**src/logic/bpPkg.sv**
```systemverilog
// ********************
// Sizes, opcodes and records shared by the branch prediction front end
// The BTB and PHT sizes must stay powers of two matching their index widths
// RV32 only; compressed instructions are not supported
// ********************

package bpPkg;

    // Datapath and fetch
    localparam int XLEN = 32;
    localparam logic [XLEN-1:0] PC_START = 32'h0000_1000;

    // Branch target buffer geometry
    localparam int BTB_ENTRIES = 32;
    localparam int BTB_IDX_W = 5;
    // Tag covers the PC bits above the index and the byte offset
    localparam int BTB_TAG_W = XLEN - BTB_IDX_W - 2;

    // Gshare direction predictor geometry
    localparam int GHR_BITS = 3;
    localparam int PHT_ENTRIES = 1024;
    localparam int PHT_IDX_W = 10;

    // RV32I major opcodes for control transfer
    localparam logic [6:0] OPCODE_BRANCH = 7'b1100011;
    localparam logic [6:0] OPCODE_JAL = 7'b1101111;
    localparam logic [6:0] OPCODE_JALR = 7'b1100111;

    typedef enum logic [1:0] {
        OP_BRANCH,
        OP_JAL,
        OP_JALR,
        OP_OTHER
    } opClassE;

    // BTB answer for the fetch PC
    typedef struct packed {
        logic            hit;
        logic [XLEN-1:0] target;
        logic            isJump;
    } btbLookupT;

    // Direction answer and the index it came from
    typedef struct packed {
        logic                 predictTaken;
        logic [PHT_IDX_W-1:0] index;
    } phtLookupT;

    typedef struct packed {
        logic            we;
        logic [XLEN-1:0] pc;
        logic [XLEN-1:0] target;
        logic            isJump;
    } btbWriteT;

    // Same strobe trains the counter and shifts the GHR
    typedef struct packed {
        logic                 we;
        logic [PHT_IDX_W-1:0] index;
        logic                 taken;
    } phtUpdateT;

    // One record per executed instruction
    typedef struct packed {
        logic                 valid;
        logic                 isBranch;
        logic                 isJump;
        logic                 taken;
        logic [XLEN-1:0]      pc;
        logic [XLEN-1:0]      target;
        logic [XLEN-1:0]      nextPcFetched;
        logic [PHT_IDX_W-1:0] phtIndex;
    } resolveT;

endpackage

```
**src/logic/targetBuffer.sv**
```systemverilog
// ********************
// Direct-mapped BTB, indexed by PC bits 6:2
// Lookup is combinational; a same-cycle write is seen one cycle later
// Only valid bits are reset; tags and targets are undefined until written
// ********************
`timescale 1ns/100ps

module targetBuffer (
    input  logic                        clk,
    input  logic                        reset,
    input  logic [bpPkg::XLEN-1:0]      pcF_i,
    input  bpPkg::btbWriteT             write_i,
    output bpPkg::btbLookupT            lookup_o
);

    // Entry storage
    logic [bpPkg::BTB_ENTRIES-1:0] validQ;
    logic [bpPkg::BTB_ENTRIES-1:0] jumpQ;
    logic [bpPkg::BTB_TAG_W-1:0]   tagQ    [bpPkg::BTB_ENTRIES];
    logic [bpPkg::XLEN-1:0]        targetQ [bpPkg::BTB_ENTRIES];

    // Read side
    logic [bpPkg::BTB_IDX_W-1:0] rdIdx;
    logic [bpPkg::BTB_TAG_W-1:0] rdTag;
    logic                        tagMatch;

    // Write side
    logic [bpPkg::BTB_IDX_W-1:0] wrIdx;
    logic [bpPkg::BTB_TAG_W-1:0] wrTag;

    assign rdIdx = pcF_i[bpPkg::BTB_IDX_W+1:2];
    assign rdTag = pcF_i[bpPkg::XLEN-1:bpPkg::BTB_IDX_W+2];

    assign wrIdx = write_i.pc[bpPkg::BTB_IDX_W+1:2];
    assign wrTag = write_i.pc[bpPkg::XLEN-1:bpPkg::BTB_IDX_W+2];

    assign tagMatch = (tagQ[rdIdx] == rdTag);

    always_comb begin
        lookup_o.hit    = validQ[rdIdx] && tagMatch;
        lookup_o.target = targetQ[rdIdx];
        lookup_o.isJump = jumpQ[rdIdx];
    end

    // Valid bits
    always_ff @(posedge clk) begin
        if (reset) begin
            validQ <= '0;
        end else if (write_i.we) begin
            validQ[wrIdx] <= 1'b1;
        end
    end

    // Payload, no reset needed behind the valid bit
    always_ff @(posedge clk) begin
        if (write_i.we) begin
            tagQ[wrIdx]    <= wrTag;
            targetQ[wrIdx] <= write_i.target;
            jumpQ[wrIdx]   <= write_i.isJump;
        end
    end

    // Targets come from the execute stage and must be word aligned,
    // otherwise fetch would follow a misaligned prediction
    aWriteTargetAligned: assert property (
        @(posedge clk) disable iff (reset)
        write_i.we |-> (write_i.target[1:0] == 2'b00)
    ) else $error("BTB write with misaligned target %h", write_i.target);

endmodule

```
**config.mk**
```make
export PLATFORM = sky130hd
export DESIGN_NAME = targetBuffer
export DESIGN_NICKNAME = d
export VERILOG_FILES = /design/src/logic/bpPkg.sv /design/src/logic/targetBuffer.sv
export SDC_FILE = /design/constraint.sdc
export NUM_CORES = 2
export LEC_CHECK = 0
export BUFFER_PORTS_ARGS = -buffer_cell sky130_fd_sc_hd__buf_2
export CAP_MARGIN = 20
export CORE_MARGIN = 2
export CORE_UTILIZATION = 56
export DETAILED_ROUTE_END_ITERATION = 12
export GPL_TIMING_DRIVEN = 0
export PLACE_DENSITY = 0.75
export SLEW_MARGIN = 20
export SYNTH_ARGS = -nofsm -noshare
export SYNTH_HDL_FRONTEND = slang
export SYNTH_SLANG_ARGS = --single-unit
export TNS_END_PERCENT = 20
```
**constraint.sdc**
```tcl
create_clock -name clk -period 3.6 [get_ports clk]
set_input_delay 0.18 -clock clk [delete_from_list [all_inputs] [get_ports clk]]
set_output_delay 0.18 -clock clk [all_outputs]
set_load 0.01 [all_outputs]
```
==> impl_results.md <==
- Status: complete, but fails checks
- Violated checks: setup timing
- Top-area cell type share of the netlist area: approximately 77%
- GRT overflow: 0
- Routability congestion estimate: ~0.81
- Post-synth EDFFs: about 1900
- Vias: 37175
- Asr flop ratio synth: 0%
- First-pass iteration count of the detailed router: 7
- Crit-path max FO: 10
- Critical path arrival: ~3900 ps
- Leakage: 27.19 nW
- Synth unique cells: 54
- I/O pins: between 100 and 150
- Die area: 0.1316 mm2
- Worst vdd ir: roughly 0.58 mV
- Worst Path Buf+Inv: 5
- Worst min-delay path class: primary input to register
- Final non-filler cell total: about 5400
- Initial antenna violation count: 10
- Worst-Margin Slew: between 1000 and 1500 ps
- Placed cell count: between 5000 and 6000
- Largest cells by area after synthesis: edfxtp_1, mux4_2, mux2i_1
- First-pass GRT wire length: approximately 280 mm
- NumNets Final: 3695
- Syn_nets: 3200
- Most used flip-flop cell after synthesis: edfxtp_1
- Yosys Warn Count: 0
- Pins over their slew limit: 0
- Count leader, synth: edfxtp_1
- PD cells: ~540 mW/mm2
- Cells after synthesis: 3100
- DRC: 0
- Critical Path Sink Type: output pin
- Clock Latency Late Sink: around 800 ps
- Starting Density: roughly 56%
- RSZ-0062 raised after global routing: yes
- Vias in the first global route: around 37000
- Share of layout cells above drive strength 1: 32.80%
- Syn Area/Cell: between 20 and 25 um2
- Fin crit period: 4124 ps
- Final Hold Viols: 0
- ANT nets after route: 0
- Total GRT Usage: 31.01%
- Most frequent CP cell: buf_2
- Vias/cell: around 7
- Number of port buffers: ~130
- Chip height: ~360 um
- Clk_skew: 0 ps
- Post-synth top area cell: edfxtp_1
- Iter 0 DRT Violations: between 6000 and 7000
- Crit path cell chain: buf_2 -> buf_4 -> buf_2 -> clkdlybuf4s15_2 -> mux2_2 -> a221oi_4 -> xnor2_2 -> nor4_4 -> nand4_1 -> nor4_4 -> buf_2
- Crit start category: primary input
- Rel. slew slack: 24.68%
- CP peak stage delay: 630 ps
- Top cells by count, synth: edfxtp_1, mux4_2, nand2_1, nor2_1, mux2i_1
- Core Rows: 131
- Width of the die: ~360 um
- FMAX: ~0.24 GHz
- H-tree levels: 4
- Clock-pin slew on the worst setup and hold paths: about 70 ps
- Synthesized area: 0.07207 mm2
- Total wire length: 202.1 mm
- Core area: 0.1277 mm2
- Critical path's top delay family: buffers and inverters
- Largest net degree at the start of global routing: 33
- Synthesis-to-finish area growth: 17.68%
- Fin crit share: 114.6%
- Sequential element share of the synthesized area: between 70% and 80%
- Critical path required time: 3420 ps
- Postcts setup bufs: 0
- Max Cap Viol: 0
- Kind of critical path: primary input to output pin
- Total Power: 46.01 mW
- Clk sinks: 1888
- Clk root buf: clkbuf_16
- # setup viols final: 6
- Crit-path slowest cell: clkdlybuf4s15_2
- Detailed Place HPWL: between 100 and 150 mm
- TritonCTS Buffers: between 150 and 200
- #FFs+latches synth: about 1900
- PnR worst setup slack: -523.9 ps
- CTS max path bufs: 3
- WL/cell: about 37 um
- CTS tree: done
-- placed cells by master (no fill, tap or decap), types with 5 or more instances in the layout --
master and count:
clkdlybuf4s15_2 6, clkbuf_1 52, buf_4 30, bufinv_16 17, dfxtp_1 32, nand2_1 151
nand3_1 13, a21oi_1 5, xnor2_1 6, dlygate4sd3_1 59, clkbuf_8 6, a221oi_1 12
clkbuf_4 14, buf_6 9, clkinv_2 28, nor2b_1 9, clkbuf_16 184, nand3b_1 8
o22ai_1 14, a22oi_1 24, clkinv_1 47, a32oi_1 7, or3b_2 6, xor2_1 15
o21ai_0 6, nand4_1 5, o211ai_1 7, buf_2 172, buf_16 60, mux4_2 517
clkbuf_2 32, nor2_1 79, a31oi_1 5, edfxtp_1 1856, nor2_4 33, inv_6 7
mux2i_1 63, buf_12 67
-- sequential cells by signal (all words and copies together), names as in the netlist --
signal / count
targetQ: 1024
tagQ: 800
jumpQ: 32
validQ: 32
-- stage by stage --
| stage | instance area (um2) | hold WS (ps) | utilization, % | setup TNS [ps] | setup WS, ps |
|---|---|---|---|---|---|
| after floorplan | 72070 | 252.4 | - | -91330 | -174.2 |
| after global placement | 74780 | 401.5 | 58.57 | -7817440 | -4616 |
| after detailed placement | 78020 | 397.3 | 61.11 | -26640 | -1273 |
| after CTS | 84750 | 89.60 | 66.38 | -471.1 | -460.2 |
| after global routing | 84790 | 130.2 | 66.41 | -654.6 | -492.2 |
| final | 84800 | 145.0 | 66.42 | -550.5 | -523.9 |
-- routing by layer --
layer	vias to the layer above	part of all wire (%)	GRT usage (%)
li1	14198	-	-
met1	19415	34	40.07
met2	2970	50	51.33
met3	584	11	6.152
met4	8	5.2	14.43
met5	-	0.024	0
-- path summary, 6_finish.rpt --
path | depth (start not counted) | slack [ps] | startpoint | to
setup / recovery | 11 | -520 | pcF_i[5] | lookup_o[33]
hold / removal | 3 | 140 | write_i[39] | targetQ[9][3]
setup reg to reg | 2 | 2920 | validQ[3] | validQ[3]
hold reg to reg | 2 | 480 | validQ[30] | validQ[30]
-- area by class of cell --
class / instances / area [um2]
Buffer: 157 / 1003
Sequential cell: 1888 / 56370
Multi-Input combinational cell: 1053 / 15280
Tap cell: 1662 / 2079
Clock inverter: 109 / 1016
Antenna cell: 4 / 10.01
Inverter: 2 / 7.507
Timing Repair Buffer: 313 / 4219
Clock buffer: 225 / 4818
Fill cell: 7579 / 42880
-- worst min-delay path, delay by kind of cell --
family	cells	cell delay, ps
and+or+nand+nor	2	430
buffers and inverters	1	150
-- what timing repair did --
| action | CTS | global route |
|---|---|---|
| hold buffers | 59 | 0 |
| gates cloned | 0 | 0 |
| gates resized for setup | 119 | 17 |
| pin swaps | 10 | 2 |
| endpoints found under the setup margin | 34 | 26 |
| endpoints found under the hold margin | 1887 | 0 |
-- where the power goes --
part	internal (mW)	switching, mW	leakage (nW)
sequential	24.4	0.0704	17.0
clock	10.7	8.17	2.85
combinational	1.04	1.61	7.36
-- logic make-up after synthesis --
family / synth area share (%)
xor gates and xnor gates: 0.2795
muxes: 17.27
and+or+nand+nor: 1.990
buffers and inverters: 1.129
DFF: 78.23
AOI/OAI and AO/OA: 1.102
Note: power is estimated with default switching activity, not from simulation.
