### config.mk
export PLATFORM = sky130hd
export DESIGN_NAME = fetchSteer
export DESIGN_NICKNAME = d
export VERILOG_FILES = /design/src/logic/bpPkg.sv /design/src/logic/fetchSteer.sv
export SDC_FILE = /design/constraint.sdc
export NUM_CORES = 1
export LEC_CHECK = 0
export BUFFER_PORTS_ARGS = -buffer_cell sky130_fd_sc_hd__buf_4
export CORE_AREA = 2 2 134 136
export CTS_BUF_LIST = sky130_fd_sc_hd__clkbuf_8 sky130_fd_sc_hd__clkbuf_16
export CTS_CLUSTER_SIZE = 25
export DETAILED_ROUTE_END_ITERATION = 8
export DIE_AREA = 0 0 136 138
export GPL_TIMING_DRIVEN = 0
export PLACE_DENSITY = 0.68
export SYNTH_ARGS = -nofsm -noshare
export SYNTH_HDL_FRONTEND = slang
export SYNTH_SLANG_ARGS = --single-unit
### constraint.sdc
create_clock -name clk -period 8.74 [get_ports clk]
set_input_delay 1.748 -clock clk [delete_from_list [all_inputs] [get_ports clk]]
set_output_delay 1.748 -clock clk [all_outputs]
set_load 0.05 [all_outputs]
### src/logic/bpPkg.sv
// ********************
// Sizes, opcodes and records shared by the branch prediction front end
// The BTB and PHT sizes must stay powers of two matching their index widths
// RV32 only; compressed instructions are not supported
// ********************

package bpPkg;

    // Datapath and fetch
    localparam int XLEN = 32;
    localparam logic [XLEN-1:0] PC_START = 32'h0000_1000;

    // Branch target buffer geometry
    localparam int BTB_ENTRIES = 32;
    localparam int BTB_IDX_W = 5;
    // Tag covers the PC bits above the index and the byte offset
    localparam int BTB_TAG_W = XLEN - BTB_IDX_W - 2;

    // Gshare direction predictor geometry
    localparam int GHR_BITS = 3;
    localparam int PHT_ENTRIES = 1024;
    localparam int PHT_IDX_W = 10;

    // RV32I major opcodes for control transfer
    localparam logic [6:0] OPCODE_BRANCH = 7'b1100011;
    localparam logic [6:0] OPCODE_JAL = 7'b1101111;
    localparam logic [6:0] OPCODE_JALR = 7'b1100111;

    typedef enum logic [1:0] {
        OP_BRANCH,
        OP_JAL,
        OP_JALR,
        OP_OTHER
    } opClassE;

    // BTB answer for the fetch PC
    typedef struct packed {
        logic            hit;
        logic [XLEN-1:0] target;
        logic            isJump;
    } btbLookupT;

    // Direction answer and the index it came from
    typedef struct packed {
        logic                 predictTaken;
        logic [PHT_IDX_W-1:0] index;
    } phtLookupT;

    typedef struct packed {
        logic            we;
        logic [XLEN-1:0] pc;
        logic [XLEN-1:0] target;
        logic            isJump;
    } btbWriteT;

    // Same strobe trains the counter and shifts the GHR
    typedef struct packed {
        logic                 we;
        logic [PHT_IDX_W-1:0] index;
        logic                 taken;
    } phtUpdateT;

    // One record per executed instruction
    typedef struct packed {
        logic                 valid;
        logic                 isBranch;
        logic                 isJump;
        logic                 taken;
        logic [XLEN-1:0]      pc;
        logic [XLEN-1:0]      target;
        logic [XLEN-1:0]      nextPcFetched;
        logic [PHT_IDX_W-1:0] phtIndex;
    } resolveT;

endpackage

### src/logic/fetchSteer.sv
// ********************
// Fetch PC register, next-PC choice and execute-time resolution
// Priority into the PC: redirect, then stall, then prediction
// Redirect and update requests are combinational from resolve_i
// ********************
`timescale 1ns/100ps

module fetchSteer (
    input  logic                        clk,
    input  logic                        reset,
    input  logic                        stallF_i,
    input  logic [bpPkg::XLEN-1:0]      instrF_i,
    input  bpPkg::resolveT              resolve_i,
    input  bpPkg::btbLookupT            btbLookup_i,
    input  bpPkg::phtLookupT            phtLookup_i,
    output logic [bpPkg::XLEN-1:0]      pcF_o,
    output logic [bpPkg::PHT_IDX_W-1:0] phtIndexF_o,
    output logic                        redirect_o,
    output logic [bpPkg::XLEN-1:0]      redirectPc_o,
    output bpPkg::btbWriteT             btbWrite_o,
    output bpPkg::phtUpdateT            phtUpdate_o
);

    logic [bpPkg::XLEN-1:0] pcQ;
    logic [bpPkg::XLEN-1:0] pcPlus4F;
    logic [bpPkg::XLEN-1:0] predNextPc;
    logic [bpPkg::XLEN-1:0] pcNext;
    bpPkg::opClassE         opClassF;
    logic                   isCtrlF;
    logic                   useTargetF;

    logic                   changesFlowE;
    logic [bpPkg::XLEN-1:0] actualNextPcE;

    // Opcode class of the fetched word
    always_comb begin
        case (instrF_i[6:0])
            bpPkg::OPCODE_BRANCH: opClassF = bpPkg::OP_BRANCH;
            bpPkg::OPCODE_JAL:    opClassF = bpPkg::OP_JAL;
            bpPkg::OPCODE_JALR:   opClassF = bpPkg::OP_JALR;
            default:              opClassF = bpPkg::OP_OTHER;
        endcase
    end

    assign isCtrlF = (opClassF != bpPkg::OP_OTHER);

    // Jumps always take a BTB hit, branches follow the counter
    assign useTargetF = isCtrlF && btbLookup_i.hit &&
                        (btbLookup_i.isJump || phtLookup_i.predictTaken);

    assign pcPlus4F   = pcQ + 32'd4;
    assign predNextPc = useTargetF ? btbLookup_i.target : pcPlus4F;

    // Resolution
    assign changesFlowE  = resolve_i.isJump || (resolve_i.isBranch && resolve_i.taken);
    assign actualNextPcE = changesFlowE ? resolve_i.target : resolve_i.pc + 32'd4;

    assign redirect_o   = resolve_i.valid && (actualNextPcE != resolve_i.nextPcFetched);
    assign redirectPc_o = actualNextPcE;

    // BTB learns jumps and taken branches
    always_comb begin
        btbWrite_o.we     = resolve_i.valid && changesFlowE;
        btbWrite_o.pc     = resolve_i.pc;
        btbWrite_o.target = resolve_i.target;
        btbWrite_o.isJump = resolve_i.isJump;
    end

    // Every resolved branch trains its counter and the GHR
    always_comb begin
        phtUpdate_o.we    = resolve_i.valid && resolve_i.isBranch;
        phtUpdate_o.index = resolve_i.phtIndex;
        phtUpdate_o.taken = resolve_i.taken;
    end

    // PC source, redirect wins even over a stall
    always_comb begin
        if (redirect_o) begin
            pcNext = redirectPc_o;
        end else if (stallF_i) begin
            pcNext = pcQ;
        end else begin
            pcNext = predNextPc;
        end
    end

    always_ff @(posedge clk) begin
        if (reset) begin
            pcQ <= bpPkg::PC_START;
        end else begin
            pcQ <= pcNext;
        end
    end

    assign pcF_o       = pcQ;
    assign phtIndexF_o = phtLookup_i.index;

    // Holds only while redirect targets and BTB contents stay aligned
    aPcAligned: assert property (
        @(posedge clk) disable iff (reset)
        pcQ[1:0] == 2'b00
    ) else $error("Fetch PC misaligned: %h", pcQ);

endmodule

==> results of run 1 <==
==> stage by stage <==
step                cells  cell area (um2)  power, mW   util  hold WS (ns)
floorplan             785             5350      0.489      -         0.925
global placement     1302             7800      0.677  0.445         0.608
detailed placement   1303             7810      0.679  0.445         0.606
CTS                  1311             7960      0.852  0.454         0.623
global route         1311             7960      0.883  0.454         0.642
finish               1311             7960      0.847  0.454         0.627
==> where the power goes <==
part	internal, mW	total (mW)	switching, mW
clock network	0.111	0.170	0.0595
registers	0.158	0.174	0.0160
logic	0.187	0.503	0.316
==> critical path: stages <==
cell and delay (ns):
buf_4 0.15, ha_1 0.27, xnor2_1 0.23, a22oi_1 0.16, o311ai_0 0.13, a2111oi_0 0.59
o2111ai_1 0.26, or4_4 0.60, o41ai_4 0.32, a41oi_4 0.26, buf_6 0.24, buf_4 0.20
==> cells in the final DEF (no fill, tap or decap), drive strengths merged, types with 5 or more instances in the layout <==
cell	instances
a211oi	7
a21oi	40
a31oi	18
a41oi	6
and2	10
and3	13
buf	385
clkbuf	41
dfxtp	32
inv	36
mux2	33
nand2	59
nand3	35
nand4	20
nor2	112
nor2b	23
nor3	16
nor4	9
o21ai	41
o22ai	33
or4	5
xnor2	34
xor2	21
==> final cells by class <==
cell class / instances / area [um2] / area share
Clock buffer: 6 / 139 / 0.0175
Buffer: 131 / 842 / 0.106
Timing Repair Buffer: 289 / 2170 / 0.273
Sequential cell: 32 / 641 / 0.0805
Tap cell: 229 / 287 / 0.0360
Clock inverter: 2 / 7.51 / 0.000943
Multi-Input combinational cell: 587 / 3740 / 0.470
Inverter: 35 / 131 / 0.0165
==> logic make-up after synthesis <==
family                   Yosys count  synth area share
AO/OA/AOI/OAI                    178             0.215
AND/OR/NAND/NOR                  314             0.285
flip-flops                        32             0.120
XOR/XNOR                          57            0.0987
buffers and inverters            166             0.182
adder cells (fa/ha/maj)            2           0.00468
multiplexers                      36            0.0947
==> per-layer routing <==
layer  GRT usage  vias up  share of wire
li1            -     3293              -
met1       0.311     3136           0.41
met2       0.450      356           0.49
met3      0.0308       37          0.072
met4      0.0740        0          0.028
met5           0        -              0
==> worst max-delay path by stage <==
stage	endpoint	cells after the start	slack, ns
after floorplan	redirect_o	9	2.08
after global placement	redirect_o	12	1.83
after detailed placement	redirect_o	12	1.86
after CTS	redirect_o	12	1.84
after global routing	redirect_o	11	1.67
final	redirect_o	12	1.82
==> results.ini, run 1 <==
[worst_hold_path]
min_path_type=reg2reg
min_path_cells=2
hold-path-endpoint=pcF_o[12]$_SDFFE_PP1P_
hp-start=pcF_o[12]$_SDFFE_PP1P_

[flow_run]
drv_cap=0

[floorplan]
dieHeight_um=138
dieArea_um2=18800
die_w_um=136
pin_count=343
std_cell_rows=49
start_util=0.305
core_um2=17500

[setup_path]
reg2reg_from=pcF_o[2]$_SDFFE_PP0P_
worstRegToRegCells=9
path_class=in2out
cp_max_fo=10
cp.required_ns=6.99
arrival_ns=5.17
end_kind=primary output
rrSetupSlack_ns=5.85
r2r-end=pcF_o[28]$_SDFFE_PP0P_
critPathLaunch=resolve_i[76]
critPathLaunchType=input port

[layout]
nets=1273
drive_above_1_share=0.397
syn_to_final_growth_pct=48.8
nFillCells=1894
antennaDiodeCount=0
largest_reg_flops=32

[synth]
synth_area_leaders=buf_4 12%, dfxtp_1 12%, mux2_4 7.9%, nor2_1 7.9%, xnor2_1 5.6%
syn_nets=977
synth_area_um2=5350
syn_inst=785
seq_area_frac_synth=0.120
ys_types=65
post_synth_most_frequent_cells=112 x nor2_1, 86 x buf_4, 59 x nand2_1
async_flop_share=0
avgSynthCellArea_um2=6.81
ys_seq_elements=32
synth_flop_cell=dfxtp_1
yosys.area.top_type=buf_4
post-synth-top-count-cell=nor2_1
synth_top_area_share=0.121
synth_edf_count=0
synth_warnings=0

[route]
drt-initial-drc-count=536
drc=0
postRouteAntennaNets=0
vias=6822
first_pass_iters=5
via_per_inst=5.20
totalWireLength_mm=24.8
avgRoutedWirePerCell_um=18.9

[sta]
worstMarginPinSlew_ns=0.831
period_needed_ns=6.92
fin_ws_ns=1.82
fmax_ghz=0.145
final.period_utilization=0.791
rsz0062_at_grt=false
slew_viol_final=0
finalHoldViolCount=0
finalSetupTns_ns=0
finalSetupViolCount=0
relSlewSlack=0.441
fin_skew_ns=0.00521

[power]
peakVddDrop_uv=70.7
p_per_area_nw_per_um2=106
leakagePower_nw=3.65

[clock_network]
cts_max_level=2
clock_path_buffers=2
root_buffer=clkbuf_16
ctsHoldBuffers=0
clock_sinks=32
cts_buffers=5
path_clk_slew_ns=0.05
postCtsResizedCells=0
post_cts_buffers=0
insertion_delay_ns=0.28
cts_tree=yes

[place]
post-place-ws_ns=1.86
port_buffers=288
finalWeightedCongestion=0.956
place_hpwl_mm=21.2

[global_route]
grt_max_degree=11
grt_first_pass_wirelength_mm=37.0
overflow=0
grt_pass1_vias=6581
grt_usage=0.251
antenna_found_initial=0

[run_status]
status=finished, final reports clean

Note: power is estimated with default switching activity, not from simulation.
==> run 2, diff against run 1 <==
--- a/config.mk
+++ b/config.mk
@@ -5,14 +5,15 @@
 export SDC_FILE = /design/constraint.sdc
 export NUM_CORES = 1
 export LEC_CHECK = 0
+export ABC_AREA = 1
 export BUFFER_PORTS_ARGS = -buffer_cell sky130_fd_sc_hd__buf_4
-export CORE_AREA = 2 2 134 136
+export CORE_AREA = 2 2 132 134
 export CTS_BUF_LIST = sky130_fd_sc_hd__clkbuf_8 sky130_fd_sc_hd__clkbuf_16
 export CTS_CLUSTER_SIZE = 25
 export DETAILED_ROUTE_END_ITERATION = 8
-export DIE_AREA = 0 0 136 138
+export DIE_AREA = 0 0 134 136
 export GPL_TIMING_DRIVEN = 0
-export PLACE_DENSITY = 0.68
+export PLACE_DENSITY = 0.71
 export SYNTH_ARGS = -nofsm -noshare
 export SYNTH_HDL_FRONTEND = slang
 export SYNTH_SLANG_ARGS = --single-unit
==> constraint.sdc (replaced) <==
create_clock -name clk -period 6.25 [get_ports clk]
set_input_delay 1.25 -clock clk [delete_from_list [all_inputs] [get_ports clk]]
set_output_delay 1.25 -clock clk [all_outputs]
set_load 0.05 [all_outputs]
==> run 2 against run 1 <==
Global-route usage decreased by 2.3 points. Clock skew is 0.0012 ns lower. Total power is 39% higher. Highest routed layer unchanged. Die area decreased by 2.9%. Worst hold slack lost 0.12 ns. First-iteration DRC count shrank 25%. Synthesized cell count up 23%. Critical path depth is 5 higher. Critical path type unchanged. Largest power group unchanged. Design area fell by 1.4%. Largest cell class unchanged. Synthesized area fell by 2.6%.
==> results.ini, run 2 <==
[synth]
syn_nets=1161  ; was 977
synth_warnings=0  ; unchanged
synthXorXnorAreaFrac=0.0286  ; was 0.0987
avgSynthCellArea_um2=5.38  ; was 6.81 um2
seq_area_frac_synth=0.123  ; was 0.120
ys_types=39  ; was 65
synth_edf_count=0  ; unchanged
synth_compound_area_frac=0.0910  ; was 0.215
synth_area_leaders=nand2_1 24%, buf_4 13%, dfxtp_1 12%, nand3_1 12%, inv_1 7.4%  ; was buf_4 12%, dfxtp_1 12%, mux2_4 7.9%, nor2_1 7.9%, xnor2_1 5.6%
synth-simple-area-share=0.521  ; was 0.285
syn_inst=969  ; was 785
synth_top_family_by_area=simple AND/OR/NAND/NOR gates  ; unchanged
synth_area_um2=5210  ; was 5350 um2
post-synth-top-count-cell=nand2_1  ; was nor2_1
ys_seq_elements=32  ; unchanged
muxShareOfSynthArea=0  ; was 0.0947
async_flop_share=0  ; unchanged
post_synth_most_frequent_cells=339 x nand2_1, 122 x nand3_1, 103 x inv_1  ; was 112 x nor2_1, 86 x buf_4, 59 x nand2_1
synth_top_area_share=0.244  ; was 0.121
synth_flop_cell=dfxtp_1  ; unchanged
synthAdderAreaFrac=0.00480  ; was 0.00468
yosys.area.top_type=nand2_1  ; was buf_4

[sta]
finalSetupViolCount=0  ; unchanged
fin_skew_ns=0.00399  ; was 0.00521 ns
finalHoldViolCount=0  ; unchanged
worstMarginPinSlew_ns=0.632  ; was 0.831 ns
rsz0062_at_grt=false  ; unchanged
fmax_ghz=0.202
finalSetupTns_ns=0  ; unchanged
whs_ns=0.511  ; was 0.627 ns
relSlewSlack=0.577  ; was 0.441
period_needed_ns=4.96
fin_ws_ns=1.29  ; was 1.82 ns
slew_viol_final=0  ; unchanged
final.period_utilization=0.794

[setup_path]
rrSetupSlack_ns=3.39  ; was 5.85 ns
crit_family=simple AND/OR/NAND/NOR gates  ; was compound AO/OA/AOI/OAI gates
path_depth=17  ; was 12
cp.required_ns=5.00  ; was 6.99 ns
cpPeakStageDelay_ns=0.46  ; was 0.60 ns
end_kind=primary output  ; unchanged
crit_chain=buf_4 > nand2_1 > nand2_1 > inv_1 > clkbuf_1 > nand3_1 > nand2_1 > nand2_1 > nand2_1 > nand4_1 > nor2_1 > nand2_1 > nor2_2 > nand3_2 > nand2_4 > inv_1 > buf_4  ; was buf_4 > ha_1 > xnor2_1 > a22oi_1 > o311ai_0 > a2111oi_0 > o2111ai_1 > or4_4 > o41ai_4 > a41oi_4 > buf_6 > buf_4
critPathLaunch=resolve_i[108]  ; was resolve_i[76]
cp_max_fo=10  ; unchanged
cp_slowest_cell=clkbuf_1  ; was or4_4
arrival_ns=3.71  ; was 5.17 ns
worstSetupEndpoint=redirect_o  ; unchanged
r2r-end=pcF_o[28]$_SDFFE_PP0P_  ; unchanged
reg2reg_from=pcF_o[2]$_SDFFE_PP0P_  ; unchanged
cp_num_buf_inv=5  ; was 3
worstRegToRegCells=15  ; was 9
critPathLaunchType=input port  ; unchanged
path_class=in2out  ; unchanged
worst_path_most_repeated_cell=nand2_1  ; was buf_4

[layout]
syn_to_final_growth_pct=50.6  ; was 48.8%
final_cell_mix=384 x buf_4, 339 x nand2_1, 122 x nand3_1  ; was 375 x buf_4, 112 x nor2_1, 59 x nand2_1
drive_above_1_share=0.353  ; was 0.397
nets=1464  ; was 1273
mostFrequentLayoutCell=buf_4  ; unchanged
antennaDiodeCount=0  ; unchanged
seq_area_um2=641  ; unchanged
fin_cells=1497  ; was 1311
multiInputGateArea_um2=3360  ; was 3740 um2
nFillCells=1827  ; was 1894
largest_reg_flops=32  ; unchanged

[power]
seq_power_share=0.209  ; was 0.205
p_per_area_nw_per_um2=150  ; was 106 nW/um2
p_int_uw=616  ; was 456 uW
pwr-share-comb=0.593  ; was 0.594
switchingPower_uw=561  ; was 392 uW
swShare=0.477  ; was 0.462
pwr-share-clk=0.198  ; was 0.201
leakagePower_nw=4.26  ; was 3.65 nW
peakVddDrop_uv=127  ; was 70.7 uV

[floorplan]
die_w_um=134  ; was 136 um
start_util=0.309  ; was 0.305
dieHeight_um=136  ; was 138 um
core_um2=16900  ; was 17500 um2
dieArea_um2=18200  ; was 18800 um2
std_cell_rows=48  ; was 49
pin_count=343  ; unchanged

[clock_network]
ctsHoldBuffers=0  ; unchanged
clock_sinks=32  ; unchanged
cts_max_level=2  ; unchanged
cts_tree=yes  ; unchanged
insertion_delay_ns=0.28  ; about the same
postCtsResizedCells=0  ; unchanged
root_buffer=clkbuf_16  ; unchanged
cts_buffers=5  ; unchanged
path_clk_slew_ns=0.05  ; about the same
clock_path_buffers=2  ; unchanged
post_cts_buffers=0  ; unchanged

[route]
drc=0  ; unchanged
vias=7066  ; was 6822
drt-initial-drc-count=401  ; was 536
via_per_inst=4.72  ; was 5.20
avgRoutedWirePerCell_um=14.8  ; was 18.9 um
first_pass_iters=5  ; unchanged
totalWireLength_mm=22.1  ; was 24.8 mm
postRouteAntennaNets=0  ; unchanged

[global_route]
antenna_found_initial=0  ; unchanged
grt_pass1_vias=6350  ; was 6581
grt_usage=0.229  ; was 0.251
grt_max_degree=11  ; unchanged
overflow=0  ; unchanged
grt_first_pass_wirelength_mm=32.9  ; was 37.0 mm

[worst_hold_path]
min_path_type=reg2reg  ; unchanged

[place]
post-place-ws_ns=1.26  ; was 1.86 ns
port_buffers=296  ; was 288
dp_cells=1490  ; was 1303
place_hpwl_mm=19.1  ; was 21.2 mm
finalWeightedCongestion=0.906  ; was 0.956

[flow_run]
drv_cap=0  ; unchanged

[run_status]
status=finished, final reports clean  ; unchanged

## run 2: changes by cell type after synthesis, moves of 19 or more
| cell | previous run | this run |
|---|---|---|
| nand2_1 | 59 | 339 |
| nand3_1 | 35 | 122 |
| inv_1 | 34 | 103 |
| nor2_1 | 112 | 75 |
| o22ai_1 | 33 | 0 |
| o21ai_0 | 40 | 9 |
| xnor2_1 | 34 | 5 |
| mux2_4 | 28 | 0 |
| or2_2 | 1 | 28 |
| nor2b_1 | 23 | 0 |
| clkbuf_1 | 34 | 15 |
## run 2: power groups by stage
stage,Clock [mW],Sequential [mW],Combinational [mW]
2_1_floorplan,0,0.298,0.393
3_3_place_gp,0,0.249,0.692
3_5_place_dp,0,0.250,0.698
4_1_cts,0.234,0.245,0.699
5_1_grt,0.243,0.248,0.743
6_report,0.233,0.246,0.697
## run 2: how the worst min path moves through the flow
stage	to	from	slack (ns)	cells after the start
after floorplan	pcF_o[0]$_SDFFE_PP0P_	pcF_o[0]$_SDFFE_PP0P_	0.71	2
after CTS	pcF_o[1]$_SDFFE_PP0P_	pcF_o[1]$_SDFFE_PP0P_	0.51	2
after global routing	pcF_o[0]$_SDFFE_PP0P_	pcF_o[0]$_SDFFE_PP0P_	0.53	2
after detailed placement	pcF_o[1]$_SDFFE_PP0P_	pcF_o[1]$_SDFFE_PP0P_	0.50	2
final	pcF_o[1]$_SDFFE_PP0P_	pcF_o[1]$_SDFFE_PP0P_	0.51	2
after global placement	pcF_o[0]$_SDFFE_PP0P_	pcF_o[0]$_SDFFE_PP0P_	0.50	2
## run 2: logic make-up after synthesis
| logic type | after synthesis |
|---|---|
| simple gates | 616 |
| xor+xnor | 17 |
| buf+inv | 223 |
| compound gates | 79 |
| flops | 32 |
| fa+ha+maj | 2 |
## run 2: layout make-up
class                      instances  area share
multi-input combinational        714       0.429
timing repair buffer             296       0.283
buffer                           117       0.103
sequential                        32      0.0816
inverter                         106      0.0507
tap                              225      0.0359
clock buffer                       5      0.0159
clock inverter                     2     0.00112
## run 2: worst reg2reg max path, cell delays in order (launching register included)
cell and delay (ns):
dfxtp_1 0.45, ha_1 0.23, nand3_1 0.13, nor2_1 0.19
nand2_1 0.13, nor3_2 0.28, nand2_1 0.15, nor2_2 0.18
nand2_1 0.12, nor2_1 0.21, nand2_1 0.10, xnor2_1 0.14
o21bai_1 0.23, nand2_1 0.08, nand2_1 0.06, a21oi_1 0.06
## run 2: metal layers
layer	global-route usage	vias to the layer above	share of wire
met1	0.295	3132	0.42
met2	0.411	317	0.50
met3	0.0220	28	0.062
met4	0.0520	0	0.016
met5	0	-	0
li1	-	3589	-
## run 2: metrics by stage
| stage | cell area (um2) | power [mW] | utilization |
|---|---|---|---|
| finish | 7850 | 1.18 | 0.465 |
| global route | 7850 | 1.23 | 0.465 |
| CTS | 7850 | 1.18 | 0.465 |
| detailed placement | 7710 | 0.947 | 0.457 |
| global placement | 7710 | 0.942 | 0.457 |
| floorplan | 5210 | 0.691 | - |
